File: config.mk
export PLATFORM = sky130hd
export DESIGN_NAME = mpram_top
export DESIGN_NICKNAME = d
export VERILOG_FILES = /design/src/hdl/mpram_pkg.sv /design/src/hdl/mpram_5r1w.sv /design/src/hdl/mpram_read_port.sv /design/src/hdl/mpram_top.sv /design/src/hdl/mpram_write_port.sv
export SDC_FILE = /design/constraint.sdc
export NUM_CORES = 1
export LEC_CHECK = 0
export BUFFER_PORTS_ARGS = -buffer_cell sky130_fd_sc_hd__buf_2
export CORE_MARGIN = 2
export CORE_UTILIZATION = 55
export CTS_CLUSTER_SIZE = 20
export DETAILED_ROUTE_END_ITERATION = 8
export HOLD_SLACK_MARGIN = 0.12
export PLACE_DENSITY_LB_ADDON = 0.12
export SLEW_MARGIN = 15
export SYNTH_ARGS = -nofsm -noshare
export SYNTH_HDL_FRONTEND = slang
export SYNTH_HIERARCHICAL = 1
export SYNTH_SLANG_ARGS = --single-unit
File: constraint.sdc
create_clock -name clk -period 2.85 [get_ports clk]
set_input_delay 0.285 -clock clk [delete_from_list [all_inputs] [get_ports clk]]
set_output_delay 0.285 -clock clk [all_outputs]
set_load 0.01 [all_outputs]
File: src/hdl/mpram_pkg.sv
package mpram_pkg;

   // ======================================================================
   // Sizes
   // ======================================================================
   localparam int WIDTH = 8;   // Data word width
   localparam int WORDS = 24;  // Storage entries, not a power of two
   localparam int AW    = 5;   // Address width, codes 24..31 are illegal
   localparam int NRD   = 5;   // Read ports

   typedef logic [AW-1:0]    addr_t;
   typedef logic [WIDTH-1:0] data_t;

   // ======================================================================
   // Port payloads
   // ======================================================================
   // Registered write request, valid only for legal addresses
   typedef struct packed {
      logic  valid;
      addr_t addr;
      data_t data;
   } wr_req_t;

   // Read response
   typedef struct packed {
      logic  valid;  // Port was enabled
      logic  err;    // Address out of range
      data_t data;
   } rd_rsp_t;

   // True for an address inside the array
   function automatic logic addr_ok(input addr_t addr);
      return int'(addr) < WORDS;
   endfunction

endpackage

File: src/hdl/mpram_5r1w.sv
`timescale 1ns/1ns

module mpram_5r1w
(
   input  logic               clk,
   input  logic               arst_n,
   input  mpram_pkg::wr_req_t wr_req,
   input  mpram_pkg::addr_t   lkp_addr [mpram_pkg::NRD],
   output mpram_pkg::data_t   lkp_data [mpram_pkg::NRD]
);

   // ======================================================================
   // Storage
   // ======================================================================
   mpram_pkg::data_t mem [mpram_pkg::WORDS];

   // Single write port, range already checked upstream
   always_ff @(posedge clk or negedge arst_n)
   begin
      if (!arst_n)
      begin
         for (int w = 0; w < mpram_pkg::WORDS; w++)
         begin
            mem[w] <= '0;
         end
      end
      else if (wr_req.valid)
      begin
         mem[wr_req.addr] <= wr_req.data;
      end
   end

   // ======================================================================
   // Lookups
   // ======================================================================
   // Five independent combinational read paths
   always_comb
   begin
      for (int i = 0; i < mpram_pkg::NRD; i++)
      begin
         lkp_data[i] = mem[lkp_addr[i]];
      end
   end

   // Read ports must clamp bad addresses before they get here
   for (genvar g = 0; g < mpram_pkg::NRD; g++)
   begin : g_lkp_chk
      a_lkp_range: assert property (
         @(posedge clk) disable iff (!arst_n)
         mpram_pkg::addr_ok(lkp_addr[g])
      );
   end

endmodule

File: src/hdl/mpram_read_port.sv
`timescale 1ns/1ns

module mpram_read_port
(
   input  logic               clk,
   input  logic               arst_n,
   input  logic               oe_n,      // Active low output enable
   input  mpram_pkg::addr_t   rad,
   input  mpram_pkg::data_t   lkp_data,
   output mpram_pkg::addr_t   lkp_addr,
   output mpram_pkg::rd_rsp_t rd_rsp
);

   logic             en_q;
   logic             ok_q;
   mpram_pkg::addr_t addr_q;
   logic             rad_ok;

   assign rad_ok = mpram_pkg::addr_ok(rad);

   // ======================================================================
   // Request stage
   // ======================================================================
   always_ff @(posedge clk or negedge arst_n)
   begin
      if (!arst_n)
      begin
         en_q   <= 1'b0;
         ok_q   <= 1'b0;
         addr_q <= '0;
      end
      else
      begin
         en_q   <= !oe_n;
         ok_q   <= rad_ok;
         addr_q <= rad_ok ? rad : '0;  // Clamp so the array index stays legal
      end
   end

   assign lkp_addr = addr_q;

   // ======================================================================
   // Response stage
   // ======================================================================
   always_ff @(posedge clk or negedge arst_n)
   begin
      if (!arst_n)
         rd_rsp <= '0;
      else
      begin
         rd_rsp.valid <= en_q;
         rd_rsp.err   <= en_q && !ok_q;
         rd_rsp.data  <= (en_q && ok_q) ? lkp_data : '0;
      end
   end

   // Errors come only with an enabled response
   a_err_valid: assert property (
      @(posedge clk) disable iff (!arst_n)
      rd_rsp.err |-> rd_rsp.valid
   );

endmodule

File: src/hdl/mpram_top.sv
`timescale 1ns/1ns

module mpram_top
(
   input  logic                      clk,
   input  logic                      arst_n,

   // Write side
   input  logic                      we_n,
   input  mpram_pkg::addr_t          wad,
   input  mpram_pkg::data_t          din,
   output logic                      wr_err,
   output logic                      wr_busy,

   // Read side
   input  logic [mpram_pkg::NRD-1:0] oe_n,
   input  mpram_pkg::addr_t          rad    [mpram_pkg::NRD],
   output mpram_pkg::rd_rsp_t        rd_rsp [mpram_pkg::NRD]
);

   mpram_pkg::wr_req_t wr_req;
   mpram_pkg::addr_t   lkp_addr [mpram_pkg::NRD];
   mpram_pkg::data_t   lkp_data [mpram_pkg::NRD];

   // ======================================================================
   // Write port
   // ======================================================================
   mpram_write_port u_wr
   (
      .clk     (clk),
      .arst_n  (arst_n),
      .we_n    (we_n),
      .wad     (wad),
      .din     (din),
      .wr_req  (wr_req),
      .wr_err  (wr_err),
      .wr_busy (wr_busy)
   );

   // ======================================================================
   // Storage array
   // ======================================================================
   mpram_5r1w u_mem
   (
      .clk      (clk),
      .arst_n   (arst_n),
      .wr_req   (wr_req),
      .lkp_addr (lkp_addr),
      .lkp_data (lkp_data)
   );

   // ======================================================================
   // Read ports
   // ======================================================================
   for (genvar i = 0; i < mpram_pkg::NRD; i++)
   begin : g_rd
      mpram_read_port u_rd
      (
         .clk      (clk),
         .arst_n   (arst_n),
         .oe_n     (oe_n[i]),
         .rad      (rad[i]),
         .lkp_data (lkp_data[i]),
         .lkp_addr (lkp_addr[i]),
         .rd_rsp   (rd_rsp[i])
      );
   end

endmodule

File: src/hdl/mpram_write_port.sv
`timescale 1ns/1ns

module mpram_write_port
(
   input  logic               clk,
   input  logic               arst_n,
   input  logic               we_n,     // Active low write enable
   input  mpram_pkg::addr_t   wad,
   input  mpram_pkg::data_t   din,
   output mpram_pkg::wr_req_t wr_req,
   output logic               wr_err,   // Sticky flag for dropped writes
   output logic               wr_busy
);

   logic             wr_valid_q;
   mpram_pkg::addr_t wr_addr_q;
   mpram_pkg::data_t wr_data_q;
   logic             wad_ok;

   assign wad_ok = mpram_pkg::addr_ok(wad);

   // ======================================================================
   // Request register
   // ======================================================================
   always_ff @(posedge clk or negedge arst_n)
   begin
      if (!arst_n)
      begin
         wr_valid_q <= 1'b0;
         wr_err     <= 1'b0;
      end
      else
      begin
         wr_valid_q <= !we_n && wad_ok;
         if (!we_n && !wad_ok)
            wr_err <= 1'b1;  // Held until reset
      end
   end

   always_ff @(posedge clk)
   begin
      wr_addr_q <= wad;
      wr_data_q <= din;
   end

   assign wr_req  = '{valid: wr_valid_q, addr: wr_addr_q, data: wr_data_q};
   assign wr_busy = wr_valid_q;  // Array commits on the next edge

   // Only legal writes reach the array
   a_wr_range: assert property (
      @(posedge clk) disable iff (!arst_n)
      wr_req.valid |-> mpram_pkg::addr_ok(wr_req.addr)
   );

endmodule

== Word level (Yosys, flattened, before mapping) ==
Index checks and enable logic that the tools add are counted.
W data, S select, Z words.

* Bitwise operators: 6
* Reduce and logical (&&, ||, !) cells: 25
* $lt $le $gt $ge: 13
* Muxes and demuxes: 28

{| class="wikitable"
|+ Operators by type and width
! operator !! count
|-
| $bmux W8 S5 || 5
|-
| $bwmux W192 || 1
|-
| $mux W8 || 16
|-
| $demux W8 S5 || 1
|-
| $ge A6 B6 Y1 const B || 6
|-
| $not A5 Y6 || 6
|-
| $lt A5 B5 Y1 const B || 6
|-
| $mux W5 || 5
|-
| $logic_and A1 B1 Y1 || 13
|-
| $logic_not A1 Y1 || 12
|-
| $lt A6 B1 Y1 const B || 1
|}

* Bits of input ports: 46
* Word-level logic and storage cells: 130
* Output and inout bits: 52
* Flip-flop bits (word level): 292

== Logic depth before layout (Yosys ltp) ==
* Depth in word-level cells: 6
* Gate-level depth with buffers: 9
* Depth with buffers taken out: 5

== Cells and area by module ==
Netlist, hierarchy kept.

{| class="wikitable"
|+ By module, submodules not included
! module !! times used !! cells an instance !! sequential area each (um2) !! area an instance (um2)
|-
| mpram_5r1w || 1 || 1,358 || 4,804.6 || 15,600.0
|-
| mpram_read_port || 5 || 33 || 425.4 || 524.3
|-
| mpram_write_port || 1 || 19 || 310.3 || 334.1
|}

== Least setup slack after synthesis ==
Ideal clock, no wire load.

* Path kind: reg-to-reg
* From: register g_rd[3].u_rd.addr_q[1]
* To: register, netlist name g_rd[3].u_rd/rd_rsp[6]
* Setup slack: 1.106 ns
* Required time: 2.730 ns
* Buffers on the path: 2
* Arrival time: 1.624 ns
* Library setup time: 0.120 ns
* Period minus slack after synthesis: 1.744 ns
* Cell stages (with the launch flop): 7
* Path through: dfrtp_1 > buf_2 > clkbuf_1 > mux4_2 > a22oi_1 > o211ai_1 > and3_1

{| class="wikitable"
|+ RTL lines
! what !! line !! text
|-
| start, declared || mpram_read_port.sv:16 || <nowiki>mpram_pkg::addr_t addr_q;</nowiki>
|-
| start signal, assigned || mpram_read_port.sv:36 || <nowiki>addr_q <= rad_ok ? rad : '0;</nowiki>
|}

==> results.py <==
metrics = {
    "placed_design": {
        "place_ws_ns": 0.2703,
        "dp_hpwl_um": 54760,
        "gp_congestion": 1.082,
        "io_buffers": 97,
    },
    "timing": {
        "setup_viol": 0,
        "drv_slew": 0,
        "fmax_mhz": 367.1,
        "min_period_ns": 2.724,
        "hold_viol": 0,
        "finalClockSkew_ns": 0.02689,
        "setup_ws_ns": 0.1261,
        "rsz0062_at_grt": "false",
        "worst_pin_slew_ns": 0.9199,
        "fin_crit_sh": 0.9557,
        "maxSlewHeadroom": 0.3845,
        "setup_tns_ns": 0,
    },
    "yosys": {
        "synth.most_common_cell": "mux2i_1",
        "ys_warn_count": 6,
        "syn_nets": 1588,
        "synthTopCellsByCount": "mux2i_1 (320), dfrtp_1 (279), mux2_2 (183)",
        "yosys.cell_types.count": 41,
        "synthTopCellsByArea": "dfrtp_1 (38%), mux2i_1 (17%), mux2_2 (11%)",
        "ys.flop_type": "dfrtp_1",
        "synth.top_cell.area_share": 0.3763,
        "synth_edf_count": 0,
        "yosys.area.top_type": "dfrtp_1",
        "ys_seq_area_frac": 0.3903,
        "avgSynthCellArea_um2": 12.03,
        "synth_cells": 1542,
        "async_flop_share": 0.9555,
        "ys_seq_elements": 292,
        "synth_area_um2": 18560,
    },
    "critical_path": {
        "cp_slowest_cell": "dfrtp_4",
        "path_delay_family": "flip-flops",
        "path_class": "register to register",
        "critical_path_depth": 5,
        "crit_path_end_kind": "register",
        "path_buf_inv": 1,
        "critPathMaxStageDelay_ns": 0.79,
        "cp_cell_sequence": "buf_4 -> mux4_2 -> o211ai_1 -> nand3_1 -> and3_1",
        "worstPathArrival_ns": 3.15,
        "cp_max_fo": 24,
        "start_kind": "register",
        "crit_required_ns": 3.28,
        "reg2regPathDepth": 5,
    },
    "cells_and_area": {
        "nFillCells": 2647,
        "syn2layout_area_growth_pct": 15.10,
        "drive_above_1_share": 0.3101,
        "fin_nets": 1741,
    },
    "cts": {
        "postCtsResizedCells": 0,
        "root_buffer": "clkbuf_16",
        "path_clk_slew_ns": 0.07,
        "hold_buffers": 50,
        "numCtsBuffers": 34,
        "ctsLongestPathBuffers": 3,
        "clkLatencyLatePin_ns": 0.56,
        "clock-sinks": 292,
        "cts_tree": "yes",
        "h-tree-depth": 2,
        "cts_setup_buffers": 0,
    },
    "power_and_ir_drop": {
        "ir_worst_vdd_mv": 0.5412,
        "power_density_nw_per_um2": 644.0,
        "p_total_mw": 13.75,
        "p_leak_nw": 9.537,
    },
    "global_routing": {
        "grt_pass1_vias": 15230,
        "track_usage": 0.4356,
        "antenna_found_initial": 5,
        "gr-total-overflow": 0,
        "grt_pass1_wl_um": 109700,
        "grt_max_degree": 88,
    },
    "routing": {
        "wl_per_cell_um": 34.91,
        "antenna_left": 0,
        "dr.first_iter.drc_count": 2005,
        "vias_per_cell": 7.083,
        "first_pass_iters": 5,
        "vias": 15360,
        "wl_um": 75710,
        "drcViolationCount": 0,
    },
    "die": {
        "boundaryPins": 98,
        "design.die.area_um2": 35220,
        "std_cell_rows": 67,
        "die_width_um": 187.7,
        "die_h_um": 187.7,
        "initial_utilization": 0.5561,
        "core_region_area_um2": 33360,
    },
    "worst_hold_path": {
        "hp-class": "input port to async pin",
    },
    "flow_run": {
        "maxCapViolCount": 0,
    },
    "run_status": {
        "outcome": "complete, no violations",
    },
}
[placed cells by master, fill, tap and decap left out, types with 3 or more instances in the layout]
master	synthesis	routed
buf_12	0	12
dfrtp_4	0	5
dfrtp_1	279	274
mux2i_1	320	320
nor3b_4	3	3
nand4_1	8	8
inv_1	5	5
and3_1	41	41
dfxtp_1	13	13
and2_0	3	3
a21oi_1	23	23
clkbuf_16	0	37
dlygate4sd3_1	0	50
nor2_2	6	6
nand2b_1	38	38
mux2_1	9	9
nor2b_1	31	31
a22oi_1	120	120
buf_4	24	75
nand2_2	12	12
bufinv_16	0	3
buf_2	17	96
clkinv_2	0	6
clkbuf_1	48	5
mux4_2	78	78
mux2_2	183	183
a21boi_0	15	15
nand3_1	93	93
clkbuf_8	0	5
o211ai_1	40	40
a221oi_1	20	20
nor2_1	21	21
nand2_1	49	49
[state kept, by name, summed over array words and instances (netlist names)]
signal / count
g_rd.u_rd/lkp_addr: 25
g_rd.u_rd/ok_q: 5
g_rd.u_rd/rd_rsp: 50
g_rd.u_rd/en_q: 5
u_mem/mem: 192
u_wr/wr_addr_q: 5
u_wr/wr_err: 1
u_wr/wr_data_q: 8
u_wr/wr_busy: 1
[logic make-up after synthesis]
group	Yosys count	synth area share
DFF	292	0.3903
buffers and inverters	122	0.04133
and+or+nand+nor	317	0.09488
muxes	592	0.3866
AOI/OAI and AO/OA	219	0.08685
[power by group]
group	switching [mW]	internal [mW]	total, mW
Clock	1.81	2.77	4.57
Combinational	1.68	1.65	3.32
Sequential	1.16	4.70	5.86
[metal layers]
| layer | global-route usage | routed length, µm |
|---|---|---|
| met1 | 0.5800 | 29380 |
| met2 | 0.6318 | 32630 |
| met3 | 0.1147 | 8065 |
| met4 | 0.2807 | 5614 |
| met5 | 0 | 30 |
[layout make-up]
| cell class | count | area (µm²) | share of cell area |
|---|---|---|---|
| Clock inverter | 13 | 153.9 | 0.007206 |
| Tap cell | 448 | 560.5 | 0.02624 |
| Inverter | 5 | 18.77 | 0.0008787 |
| Clock buffer | 47 | 1013 | 0.04745 |
| Antenna cell | 2 | 5.005 | 0.0002343 |
| Multi-Input combinational cell | 1128 | 10550 | 0.4938 |
| Sequential cell | 292 | 7261 | 0.3400 |
| Timing Repair Buffer | 234 | 1799 | 0.08424 |
[final timing paths]
kind / startpoint / to / slack, ns
hold / removal: arst_n / u_mem/mem[117] / 0.20
min in group clk: din[2] / u_wr/wr_data_q[2] / 0.37
hold reg to reg: u_wr/wr_err / u_wr/wr_err / 0.47
max in group asynchronous: arst_n / g_rd[0].u_rd/lkp_addr[0] / 1.80
setup / recovery: g_rd[0].u_rd/lkp_addr[0] / g_rd[0].u_rd/rd_rsp[6] / 0.13
setup reg to reg: g_rd[0].u_rd/lkp_addr[0] / g_rd[0].u_rd/rd_rsp[6] / 0.13
[through the flow]
step / util / hold slack, ns / std cells / area (µm²)
after floorplan: - / -0.01059 / 1542 / 18560
after global placement: 0.5900 / 0.1766 / 2057 / 19690
after detailed placement: 0.5900 / 0.1784 / 2057 / 19690
after CTS: 0.6400 / 0.1873 / 2167 / 21350
after global routing: 0.6400 / 0.2327 / 2167 / 21350
final: 0.6401 / 0.2031 / 2169 / 21360
Power figures use the tool's default switching activity.
